==> src/logic/mips_config.svh <==
// core width, register file size, reset pc and fetch step macros
`ifndef MIPS_CONFIG_SVH
`define MIPS_CONFIG_SVH

// data and address word width
`define MIPS_XLEN 32

// register index width and register count
`define MIPS_REG_ADDR_W 5
`define MIPS_REG_COUNT 32

// first fetch address after reset
`define MIPS_RESET_PC 32'h0000_0000

// byte distance between consecutive fetches
`define MIPS_PC_STEP 32'd4

`endif
==> src/logic/mips_pkg.sv <==
// word and register types, opcode, funct and alu enums, issue and retire structs
`include "mips_config.svh"

package mips_pkg;

        typedef logic [`MIPS_XLEN-1:0] word_t;
        typedef logic [`MIPS_REG_ADDR_W-1:0] reg_addr_t;

        // primary opcode field, inst[31:26]
        typedef enum logic [5:0] {
                OPC_SPECIAL = 6'b000000,
                OPC_ADDIU   = 6'b001001,
                OPC_ANDI    = 6'b001100,
                OPC_ORI     = 6'b001101,
                OPC_XORI    = 6'b001110,
                OPC_LUI     = 6'b001111,
                OPC_SW      = 6'b101011
        } opcode_e;

        // function field of SPECIAL, inst[5:0]
        typedef enum logic [5:0] {
                FN_ADDU = 6'b100001,
                FN_SUBU = 6'b100011,
                FN_AND  = 6'b100100,
                FN_OR   = 6'b100101,
                FN_XOR  = 6'b100110,
                FN_NOR  = 6'b100111,
                FN_SLT  = 6'b101010
        } funct_e;

        typedef enum logic [3:0] {
                ALU_ADD,
                ALU_SUB,
                ALU_AND,
                ALU_OR,
                ALU_XOR,
                ALU_NOR,
                ALU_SLT,
                ALU_PASS_B
        } alu_op_e;

        typedef struct packed {
                alu_op_e   alu_op;
                word_t     op_a;
                word_t     op_b;
                logic      wreg;
                reg_addr_t wd;
                logic      store;
                word_t     store_data;
        } issue_t;

        // result doubles as the store address
        typedef struct packed {
                logic      wreg;
                reg_addr_t wd;
                word_t     result;
                logic      store;
                word_t     store_data;
        } retire_t;

endpackage

==> src/logic/mips_core.sv <==
// core top, fetch, decode, register file, issue and retire registers, execute
`timescale 1ns/1ps

module mips_core (
        input  logic            clk,
        input  logic            rst_n_i,
        input  mips_pkg::word_t rom_data_i_le,
        output mips_pkg::word_t rom_addr_o,
        output logic            rom_ce_o,
        output mips_pkg::word_t ram_addr_o,
        output mips_pkg::word_t ram_data_o,
        output logic            ram_we_o
);

        mips_pkg::word_t     if_inst;
        logic                if_inst_valid;
        mips_pkg::reg_addr_t rf_raddr1;
        mips_pkg::reg_addr_t rf_raddr2;
        mips_pkg::word_t     rf_rdata1;
        mips_pkg::word_t     rf_rdata2;
        mips_pkg::issue_t    id_issue;
        logic                id_issue_valid;
        mips_pkg::issue_t    ex_issue;
        logic                ex_issue_valid;
        mips_pkg::retire_t   ex_retire;
        logic                ex_retire_valid;
        logic                ex_fwd_wreg;
        mips_pkg::reg_addr_t ex_fwd_wd;
        mips_pkg::word_t     ex_fwd_wdata;
        mips_pkg::retire_t   wb_retire;
        logic                wb_retire_valid;
        logic                wb_wreg;

        fetch_unit fetch_unit_inst (
                .clk          (clk),
                .rst_n_i      (rst_n_i),
                .rom_data_i_le(rom_data_i_le),
                .rom_addr_o   (rom_addr_o),
                .rom_ce_o     (rom_ce_o),
                .inst_o       (if_inst),
                .inst_valid_o (if_inst_valid)
        );

        decode_stage decode_stage_inst (
                .inst_i       (if_inst),
                .inst_valid_i (if_inst_valid),
                .raddr1_o     (rf_raddr1),
                .raddr2_o     (rf_raddr2),
                .rdata1_i     (rf_rdata1),
                .rdata2_i     (rf_rdata2),
                .ex_wreg_i    (ex_fwd_wreg),
                .ex_wd_i      (ex_fwd_wd),
                .ex_wdata_i   (ex_fwd_wdata),
                .wb_wreg_i    (wb_wreg),
                .wb_wd_i      (wb_retire.wd),
                .wb_wdata_i   (wb_retire.result),
                .issue_o      (id_issue),
                .issue_valid_o(id_issue_valid)
        );

        reg_file reg_file_inst (
                .clk     (clk),
                .rst_n_i (rst_n_i),
                .we_i    (wb_wreg),
                .waddr_i (wb_retire.wd),
                .wdata_i (wb_retire.result),
                .raddr1_i(rf_raddr1),
                .raddr2_i(rf_raddr2),
                .rdata1_o(rf_rdata1),
                .rdata2_o(rf_rdata2)
        );

        stage_reg #(.payload_t(mips_pkg::issue_t)) issue_reg_inst (
                .clk    (clk),
                .rst_n_i(rst_n_i),
                .valid_i(id_issue_valid),
                .data_i (id_issue),
                .valid_o(ex_issue_valid),
                .data_o (ex_issue)
        );

        execute_stage execute_stage_inst (
                .issue_i       (ex_issue),
                .issue_valid_i (ex_issue_valid),
                .retire_o      (ex_retire),
                .retire_valid_o(ex_retire_valid),
                .fwd_wreg_o    (ex_fwd_wreg),
                .fwd_wd_o      (ex_fwd_wd),
                .fwd_wdata_o   (ex_fwd_wdata)
        );

        stage_reg #(.payload_t(mips_pkg::retire_t)) retire_reg_inst (
                .clk    (clk),
                .rst_n_i(rst_n_i),
                .valid_i(ex_retire_valid),
                .data_i (ex_retire),
                .valid_o(wb_retire_valid),
                .data_o (wb_retire)
        );

        // retire item drives both the register write and the store port
        assign wb_wreg    = wb_retire_valid & wb_retire.wreg;
        assign ram_we_o   = wb_retire_valid & wb_retire.store;
        assign ram_addr_o = wb_retire.result;
        assign ram_data_o = wb_retire.store_data;

endmodule

==> src/logic/execute_stage.sv <==
// alu with store address add, retire item and forwarding outputs
`timescale 1ns/1ps

module execute_stage (
        input  mips_pkg::issue_t    issue_i,
        input  logic                issue_valid_i,
        output mips_pkg::retire_t   retire_o,
        output logic                retire_valid_o,
        output logic                fwd_wreg_o,
        output mips_pkg::reg_addr_t fwd_wd_o,
        output mips_pkg::word_t     fwd_wdata_o
);

        mips_pkg::word_t alu_result;

        // SW goes through ALU_ADD for its address
        always_comb begin
                case (issue_i.alu_op)
                        mips_pkg::ALU_ADD:    alu_result = issue_i.op_a + issue_i.op_b;
                        mips_pkg::ALU_SUB:    alu_result = issue_i.op_a - issue_i.op_b;
                        mips_pkg::ALU_AND:    alu_result = issue_i.op_a & issue_i.op_b;
                        mips_pkg::ALU_OR:     alu_result = issue_i.op_a | issue_i.op_b;
                        mips_pkg::ALU_XOR:    alu_result = issue_i.op_a ^ issue_i.op_b;
                        mips_pkg::ALU_NOR:    alu_result = ~(issue_i.op_a | issue_i.op_b);
                        mips_pkg::ALU_SLT: begin
                                alu_result = ($signed(issue_i.op_a) < $signed(issue_i.op_b))
                                             ? 32'd1 : 32'd0;
                        end
                        mips_pkg::ALU_PASS_B: alu_result = issue_i.op_b;
                        default:              alu_result = '0;
                endcase
        end

        always_comb begin
                retire_o.wreg       = issue_i.wreg;
                retire_o.wd         = issue_i.wd;
                retire_o.result     = alu_result;
                retire_o.store      = issue_i.store;
                retire_o.store_data = issue_i.store_data;
        end

        assign retire_valid_o = issue_valid_i;

        // newest result back to decode
        assign fwd_wreg_o  = issue_valid_i & issue_i.wreg;
        assign fwd_wd_o    = issue_i.wd;
        assign fwd_wdata_o = alu_result;

endmodule

==> src/logic/stage_reg.sv <==
// pipeline register with valid bit for any payload type
`timescale 1ns/1ps

module stage_reg #(
        parameter type payload_t = logic
) (
        input  logic     clk,
        input  logic     rst_n_i,
        input  logic     valid_i,
        input  payload_t data_i,
        output logic     valid_o,
        output payload_t data_o
);

        logic     valid_q;
        payload_t data_q;

        always_ff @(posedge clk or negedge rst_n_i) begin
                if (!rst_n_i) begin
                        valid_q <= 1'b0;
                end else begin
                        valid_q <= valid_i;
                end
        end

        always_ff @(posedge clk) begin
                data_q <= data_i;
        end

        assign valid_o = valid_q;
        assign data_o  = data_q;

endmodule

==> src/logic/decode_stage.sv <==
// instruction decode, immediate extension, operand forwarding and issue item
`timescale 1ns/1ps

module decode_stage (
        input  mips_pkg::word_t     inst_i,
        input  logic                inst_valid_i,
        output mips_pkg::reg_addr_t raddr1_o,
        output mips_pkg::reg_addr_t raddr2_o,
        input  mips_pkg::word_t     rdata1_i,
        input  mips_pkg::word_t     rdata2_i,
        input  logic                ex_wreg_i,
        input  mips_pkg::reg_addr_t ex_wd_i,
        input  mips_pkg::word_t     ex_wdata_i,
        input  logic                wb_wreg_i,
        input  mips_pkg::reg_addr_t wb_wd_i,
        input  mips_pkg::word_t     wb_wdata_i,
        output mips_pkg::issue_t    issue_o,
        output logic                issue_valid_o
);

        logic [5:0]          opcode;
        logic [5:0]          funct;
        mips_pkg::reg_addr_t rs;
        mips_pkg::reg_addr_t rt;
        mips_pkg::reg_addr_t rd;
        logic [15:0]         imm;
        mips_pkg::word_t     imm_sext;
        mips_pkg::word_t     imm_zext;
        mips_pkg::word_t     imm_lui;
        mips_pkg::word_t     fwd_a;
        mips_pkg::word_t     fwd_b;

        // newest producer wins, $zero is never forwarded
        function automatic mips_pkg::word_t pick_operand(
                input mips_pkg::reg_addr_t addr,
                input mips_pkg::word_t     rf_data,
                input logic                ex_wreg,
                input mips_pkg::reg_addr_t ex_wd,
                input mips_pkg::word_t     ex_wdata,
                input logic                wb_wreg,
                input mips_pkg::reg_addr_t wb_wd,
                input mips_pkg::word_t     wb_wdata
        );
                if (addr == '0) begin
                        return rf_data;
                end else if (ex_wreg && (ex_wd == addr)) begin
                        return ex_wdata;
                end else if (wb_wreg && (wb_wd == addr)) begin
                        return wb_wdata;
                end
                return rf_data;
        endfunction

        assign opcode = inst_i[31:26];
        assign rs     = inst_i[25:21];
        assign rt     = inst_i[20:16];
        assign rd     = inst_i[15:11];
        assign funct  = inst_i[5:0];
        assign imm    = inst_i[15:0];

        assign imm_sext = {{16{imm[15]}}, imm};
        assign imm_zext = {16'h0000, imm};
        assign imm_lui  = {imm, 16'h0000};

        assign raddr1_o = rs;
        assign raddr2_o = rt;

        assign fwd_a = pick_operand(rs, rdata1_i, ex_wreg_i, ex_wd_i, ex_wdata_i,
                                    wb_wreg_i, wb_wd_i, wb_wdata_i);
        assign fwd_b = pick_operand(rt, rdata2_i, ex_wreg_i, ex_wd_i, ex_wdata_i,
                                    wb_wreg_i, wb_wd_i, wb_wdata_i);

        always_comb begin
                issue_o.alu_op     = mips_pkg::ALU_ADD;
                issue_o.op_a       = fwd_a;
                issue_o.op_b       = fwd_b;
                issue_o.wreg       = 1'b0;
                issue_o.wd         = rt;
                issue_o.store      = 1'b0;
                issue_o.store_data = fwd_b;
                case (opcode)
                        mips_pkg::OPC_SPECIAL: begin
                                issue_o.wd   = rd;
                                issue_o.wreg = 1'b1;
                                case (funct)
                                        mips_pkg::FN_ADDU: issue_o.alu_op = mips_pkg::ALU_ADD;
                                        mips_pkg::FN_SUBU: issue_o.alu_op = mips_pkg::ALU_SUB;
                                        mips_pkg::FN_AND:  issue_o.alu_op = mips_pkg::ALU_AND;
                                        mips_pkg::FN_OR:   issue_o.alu_op = mips_pkg::ALU_OR;
                                        mips_pkg::FN_XOR:  issue_o.alu_op = mips_pkg::ALU_XOR;
                                        mips_pkg::FN_NOR:  issue_o.alu_op = mips_pkg::ALU_NOR;
                                        mips_pkg::FN_SLT:  issue_o.alu_op = mips_pkg::ALU_SLT;
                                        default:           issue_o.wreg   = 1'b0;
                                endcase
                        end
                        mips_pkg::OPC_ADDIU: begin
                                issue_o.op_b = imm_sext;
                                issue_o.wreg = 1'b1;
                        end
                        mips_pkg::OPC_ANDI: begin
                                issue_o.alu_op = mips_pkg::ALU_AND;
                                issue_o.op_b   = imm_zext;
                                issue_o.wreg   = 1'b1;
                        end
                        mips_pkg::OPC_ORI: begin
                                issue_o.alu_op = mips_pkg::ALU_OR;
                                issue_o.op_b   = imm_zext;
                                issue_o.wreg   = 1'b1;
                        end
                        mips_pkg::OPC_XORI: begin
                                issue_o.alu_op = mips_pkg::ALU_XOR;
                                issue_o.op_b   = imm_zext;
                                issue_o.wreg   = 1'b1;
                        end
                        mips_pkg::OPC_LUI: begin
                                issue_o.alu_op = mips_pkg::ALU_PASS_B;
                                issue_o.op_b   = imm_lui;
                                issue_o.wreg   = 1'b1;
                        end
                        // address is rs plus offset, data comes from rt
                        mips_pkg::OPC_SW: begin
                                issue_o.op_b  = imm_sext;
                                issue_o.store = 1'b1;
                        end
                        default: begin
                                issue_o.wreg  = 1'b0;
                                issue_o.store = 1'b0;
                        end
                endcase
        end

        assign issue_valid_o = inst_valid_i;

endmodule

==> src/logic/reg_file.sv <==
// general purpose register file, two combinational reads and one write
`timescale 1ns/1ps
`include "mips_config.svh"

module reg_file (
        input  logic                clk,
        input  logic                rst_n_i,
        input  logic                we_i,
        input  mips_pkg::reg_addr_t waddr_i,
        input  mips_pkg::word_t     wdata_i,
        input  mips_pkg::reg_addr_t raddr1_i,
        input  mips_pkg::reg_addr_t raddr2_i,
        output mips_pkg::word_t     rdata1_o,
        output mips_pkg::word_t     rdata2_o
);

        mips_pkg::word_t regs [`MIPS_REG_COUNT];

        always_ff @(posedge clk or negedge rst_n_i) begin
                if (!rst_n_i) begin
                        for (int i = 0; i < `MIPS_REG_COUNT; i++) begin
                                regs[i] <= '0;
                        end
                end else if (we_i && (waddr_i != '0)) begin
                        regs[waddr_i] <= wdata_i;
                end
        end

        // $zero always reads as zero
        assign rdata1_o = (raddr1_i == '0) ? '0 : regs[raddr1_i];
        assign rdata2_o = (raddr2_i == '0) ? '0 : regs[raddr2_i];

endmodule

==> src/logic/fetch_unit.sv <==
// program counter, rom enable, rom byte swap and fetch-to-decode register
`timescale 1ns/1ps
`include "mips_config.svh"

module fetch_unit (
        input  logic            clk,
        input  logic            rst_n_i,
        input  mips_pkg::word_t rom_data_i_le,
        output mips_pkg::word_t rom_addr_o,
        output logic            rom_ce_o,
        output mips_pkg::word_t inst_o,
        output logic            inst_valid_o
);

        mips_pkg::word_t pc_q;
        mips_pkg::word_t inst_be;
        logic            ce_q;
        logic            inst_valid_q;
        mips_pkg::word_t inst_q;

        // rom hands out little-endian words
        assign inst_be = {rom_data_i_le[7:0], rom_data_i_le[15:8],
                          rom_data_i_le[23:16], rom_data_i_le[31:24]};

        // pc only moves once the enable is up
        always_ff @(posedge clk or negedge rst_n_i) begin
                if (!rst_n_i) begin
                        ce_q <= 1'b0;
                        pc_q <= `MIPS_RESET_PC;
                        inst_valid_q <= 1'b0;
                end else begin
                        ce_q <= 1'b1;
                        inst_valid_q <= ce_q;
                        if (ce_q) begin
                                pc_q <= pc_q + `MIPS_PC_STEP;
                        end
                end
        end

        always_ff @(posedge clk) begin
                inst_q <= inst_be;
        end

        assign rom_addr_o   = pc_q;
        assign rom_ce_o     = ce_q;
        assign inst_o       = inst_q;
        assign inst_valid_o = inst_valid_q;

endmodule

==> config.mk <==
export PLATFORM = sky130hd
export DESIGN_NAME = mips_core
export DESIGN_NICKNAME = d
export VERILOG_FILES = /design/src/logic/mips_pkg.sv /design/src/logic/mips_core.sv /design/src/logic/execute_stage.sv /design/src/logic/stage_reg.sv /design/src/logic/decode_stage.sv /design/src/logic/reg_file.sv /design/src/logic/fetch_unit.sv
export VERILOG_INCLUDE_DIRS = /design/src /design/src/logic
export SDC_FILE = /design/constraint.sdc
export NUM_CORES = 2
export LEC_CHECK = 0
export ABC_AREA = 1
export BUFFER_PORTS_ARGS = -buffer_cell sky130_fd_sc_hd__buf_2
export CAP_MARGIN = 20
export CORE_MARGIN = 2
export CORE_UTILIZATION = 50
export CTS_CLUSTER_SIZE = 14
export DETAILED_ROUTE_END_ITERATION = 10
export PLACE_DENSITY = 0.66
export SETUP_SLACK_MARGIN = 0.15
export SKIP_LAST_GASP = 1
export SLEW_MARGIN = 30
export SYNTH_ARGS = -nofsm -noshare
export SYNTH_HDL_FRONTEND = slang
export SYNTH_HIERARCHICAL = 1
export SYNTH_SLANG_ARGS = --single-unit
==> constraint.sdc <==
create_clock -name clk -period 4.4 [get_ports clk]
set_clock_uncertainty 0.1 [all_clocks]
set_input_delay 0.88 -clock clk [delete_from_list [all_inputs] [get_ports clk]]
set_output_delay 0.88 -clock clk [all_outputs]
set_load 0.01 [all_outputs]
# Word-level counts from Yosys, hierarchy flattened
# Index checks and enable logic that the tools add are counted.
[word_totals]
regBits = 1269
output_inout_bits = 98
elab_cells = 141
[op_classes]
add_sub_neg = 3
order_cmp = 5
eq_ne = 24
n_mux = 34
n_bitwise = 10
n_reduce_logical = 15
[op_table]
columns = ["cell", "n"]
rows = [
  ["1024-bit bitwise mux", 1],
  ["32-bit two-way mux", 15],
  ["32-bit binary-select mux with 5-bit select", 2],
  ["32-bit case mux with 8 select lines", 1],
  ["32-bit demux with 5-bit select", 1],
  ["32-bit case mux with 3 select lines", 1],
  ["6-bit == test (second input constant)", 8],
  ["32-bit by 3-bit adder with 32-bit output (second input constant)", 1],
  ["32-bit adder", 1],
  ["32-bit AND", 1],
  ["32-bit less-than comparator", 1],
  ["32-bit NOT", 1],
  ["32-bit OR", 1],
  ["32-bit subtractor", 1],
  ["32-bit bitwise XOR", 1],
  ["6-bit by 4-bit == test with 1-bit output (second input constant)", 5],
  ["5-bit == test", 4],
  ["6-bit greater-or-equal comparator (second input constant)", 3],
  ["5-bit NOT with 6-bit output", 3],
  ["3-bit case mux with 6 select lines", 1],
  ["3-bit case mux with 5 select lines", 1],
  ["3-bit == test (second input constant)", 4],
  ["5-bit zero test", 2],
  ["1-bit two-way mux", 9],
  ["other kinds (14)", 22],
]

# Longest topological paths before layout
[logic_depth]
word_depth = 8
mapped_depth = 21

# Modules after synthesis
# The synthesis kept the hierarchy.
[by_module_without_submodules]
columns = ["mod", "instances", "cells_each", "area_per_inst_um2", "seq_area_each_um2"]
rows = [
  ["reg_file", 1, 8327, 57136.0, 25624.6],
  ["execute_stage", 1, 1446, 7473.4, 0.0],
  ["decode_stage", 1, 704, 3241.9, 0.0],
  ["fetch_unit", 1, 251, 2468.6, 1441.4],
  ["stage_reg (issue_reg_inst)", 1, 108, 2167.1, 2167.1],
  ["stage_reg (retire_reg_inst)", 1, 72, 1446.4, 1446.4],
  ["mips_core", 1, 4, 15.0, 0.0],
]

# Worst setup path before layout
# No wires, ideal clock.
[synth_timing]
path_kind = "reg-to-reg"
startpoint = "register issue_reg_inst.data_q (netlist bit issue_reg_inst/data_o[45])"
endpoint = "register issue_reg_inst.data_q (netlist bit issue_reg_inst/data_o[17])"
t_arrival_ns = 2.044
required_ns = 4.185
path_slack_ns = 2.141
path_stages_with_launch = 17
synth_period_minus_slack_ns = 2.259
path_cell_list = "dfxtp_1 inv_1 ha_1 buf_4 o21ai_0 nand2_1 nand2_1 inv_1 nand2_1 nand3_1 nand2_1 nand2_1 nand3_1 nand3_1 o21ai_0 nand2_1 and2_1"
[synth_rtl]
columns = ["item", "line", "text"]
rows = [
  ["from (decl)", "stage_reg.sv:16", "payload_t data_q;"],
  ["from (signal assigned)", "stage_reg.sv:27", "data_q <= data_i;"],
]

==> results_dict.tcl <==
set metrics [dict create \
    drc 0 \
    vias_per_cell 5.97 \
    coreArea_mm2 0.147 \
    status "completed" \
    crit_chain "buf_12 > buf_4 > nand3_1 > nand3_1 > nand2_1 > nand2_1 > nand3_1 > nand2_1 > nor2_1 > inv_1 > nand2_1 > nand3_1 > nand2_1" \
    dr.pass1.iters 6 \
    timing.rr.end "issue_reg_inst/data_o[66]$_DFF_P_" \
    h-tree-depth 4 \
    synthToLayoutAreaGrowth_pct 7.85 \
    grt_pass1_vias 68026 \
    io_pins 132 \
    crit_top_cell "nand2_1" \
    postCtsSetupBuffers 0 \
    start_util_pct 50.2 \
    syn_area_mm2 0.0739 \
    numCtsBuffers 147 \
    startpoint "fetch_unit_inst/inst_o[17]$_DFF_P_" \
    nets 10577 \
    drt_iter0_drc 10250 \
    cts_root_buf "clkbuf_16" \
    synth_area_leaders "dfrtp_1, nand2_1, nand3_1" \
    cts.sinks 1268 \
    critPathMaxStageDelay_ns 0.63 \
    grt_pass1_wl_um 428000 \
    postPlaceCellArea_mm2 0.0746 \
    synth_edf_count 0 \
    setup_viol 0 \
    cp_num_cells 13 \
    final-hold-violation-count 0 \
    num_rows 141 \
    die_h_um 389 \
    yosysSeqAreaShare_pct 41.5 \
    path_class "reg -> reg" \
    worstSkewPairLatency_ns 0.82 \
    crit_family "buffers and inverters" \
    cts-resized-gates 0 \
    synth_top_area_share_pct 35.8 \
    r2r_start "fetch_unit_inst/inst_o[17]$_DFF_P_" \
    worstPathMaxFanout 120 \
    ys_ff_latch 1268 \
    grt_start_max_net_pins 164 \
    tightest_slew_ns 1.06 \
    power.density_mw_per_mm2 402 \
    rrSetupSlack_ns 0.83 \
    syn_avg_cell_area_um2 6.78 \
    hp-class "in -> async" \
    drv_cap 0 \
    cp-endpoint "issue_reg_inst/data_o[66]$_DFF_P_" \
    async_reset_ff_share_pct 83.4 \
    antenna_found_initial 12 \
    place.port_buffers 129 \
    end_kind "flip-flop" \
    drt-total-wl_um 286000 \
    slew_headroom_pct 29.6 \
    synthCells 10912 \
    die_x_um 389 \
    clkTransAtPathRegs_ns 0.07 \
    grt_remaining_overflow 0 \
    cts_tree "done" \
    clockBufferDepth 3 \
    synth_flop_cell "dfrtp_1" \
    fin_crit_sh_pct 81.2 \
    synth_warnings 6 \
    start_kind "flip-flop" \
    ant_nets 0 \
    max_freq_mhz 280 \
    grt_setup_unrepaired "no" \
    via_count 74510 \
    min_period_ns 3.57 \
    path_buf_inv 3 \
    required_ns 4.95 \
    drive_above_1_share_pct 6.88 \
    final-max-slew-violation-count 0 \
    place_hpwl_um 174000 \
    hold_buffers 0 \
    grt_usage_pct 37.0 \
    arrival_ns 4.12 \
    globalplace.congestion 0.995 \
    post-route-cell-area_mm2 0.0798 \
    synth_cell_types 55 \
    setup_tns_ns 0 \
    die_area_mm2 0.151 \
    yosys.area.top_type "dfrtp_1" \
    peakVddDrop_v 0.000474 \
    wire_per_inst_um 22.9 \
    power_leakage_uw 0.0383 \
    r2r_cells 13 \
    crit_slowest_cell "buf_4" \
]
[cells by family after synthesis]
group	share of synthesized area, %
simple gates	37.3
other cells	0.0152
fa+ha+maj	1.85
xor+xnor	0.308
flops	41.5
compound gates	10.2
buf+inv	8.78
[sequential cells by signal (all words and copies together) (netlist names)]
signal                        count
issue_reg_inst/data_o           107
fetch_unit_inst/inst_valid_o      1
fetch_unit_inst/rom_ce_o          1
issue_reg_inst/valid_o            1
reg_file_inst/regs             1024
fetch_unit_inst/rom_addr_o       30
retire_reg_inst/valid_o           1
fetch_unit_inst/inst_o           32
retire_reg_inst/data_o           71
[how the worst min path moves through the flow]
| stage | startpoint | endpoint | slack, ns | cells past startpoint |
|---|---|---|---|---|
| final | rst_n_i | reg_file_inst/regs[810]$_DFFE_PN0P_ | 0.05 | 1 |
| after global routing | rom_data_i_le[22] | fetch_unit_inst/inst_o[14]$_DFF_P_ | 0.05 | 1 |
| after CTS | rom_data_i_le[22] | fetch_unit_inst/inst_o[14]$_DFF_P_ | 0.04 | 1 |
| after detailed placement | issue_reg_inst/data_o[27]$_DFF_P_ | retire_reg_inst/data_o[27]$_DFF_P_ | 0.21 | 0 |
| after global placement | issue_reg_inst/data_o[11]$_DFF_P_ | retire_reg_inst/data_o[11]$_DFF_P_ | 0.21 | 0 |
| after floorplan | issue_reg_inst/data_o[0]$_DFF_P_ | retire_reg_inst/data_o[0]$_DFF_P_ | 0.30 | 1 |
[report_power, final]
group | internal (uW) | total (uW) | switching, uW
sequential | 12400 | 13200 | 834
combinational | 1620 | 6160 | 4530
clock | 7370 | 12700 | 5340
total | 21400 | 32100 | 10700
[final cells by class]
class	count	area, um^2
fill	14191	67600
antenna	5	12.5
clock inverter	42	611
inverter	543	2080
timing repair buffer	306	2560
multi-input combinational	8169	36900
clock buffer	227	4430
sequential	1268	30700
tap	1930	2410
[layer usage]
metal | track usage [%] | vias to the layer above | routed length (um)
met5 | 0 | - | 47
met4 | 19.1 | 8 | 16400
met3 | 8.33 | 866 | 34400
met2 | 54.8 | 4731 | 122000
met1 | 50.7 | 34888 | 113000
li1 | - | 34017 | -
[placed cells by master, fill, tap and decap left out, types with 17 or more instances in the layout]
master,synthesis,layout
inv_2,21,41
a211oi_1,19,19
a21oi_1,739,739
clkinv_2,0,19
dfxtp_1,210,200
nand4_1,64,64
nor2_4,13,19
buf_2,209,128
xor2_1,17,17
nand2_1,3748,3744
o211ai_1,19,19
and2_1,34,34
o22ai_1,23,23
nor3_1,19,19
clkbuf_8,1,41
buf_4,106,130
nand2_2,22,22
nor2_1,1000,1000
ha_1,106,106
clkbuf_16,0,149
nor2_2,27,21
inv_1,516,486
o21ai_0,612,612
buf_12,0,46
clkbuf_1,500,37
dfrtp_1,1058,1058
nand3_1,1592,1586
[through the flow]
stage / total power, uW / cells / setup WS (ns) / hold slack (ns) / utilization (%)
floorplan: 17000 / 10913 / 2.14 / 0.300 / -
CTS: 31900 / 12483 / 1.05 / 0.0359 / 54.1
global route: 33300 / 12486 / 0.806 / 0.0495 / 54.1
finish: 32100 / 12490 / 0.829 / 0.0492 / 54.1
global placement: 19200 / 12213 / 1.14 / 0.215 / 50.7
detailed placement: 19300 / 12214 / 1.11 / 0.213 / 50.7
[cell usage after synthesis, types with 27 or more instances]
cell / instances
and2_1: 34
buf_4: 106
buf_6: 37
clkbuf_1: 500
a21oi_1: 739
nand3_1: 1592
nand4_1: 64
buf_2: 209
dfxtp_1: 210
buf_1: 80
nor2_2: 27
nor2_1: 1000
dfrtp_1: 1058
ha_1: 106
inv_1: 516
nand2_1: 3748
o21ai_0: 612
Power figures use the tool's default switching activity.
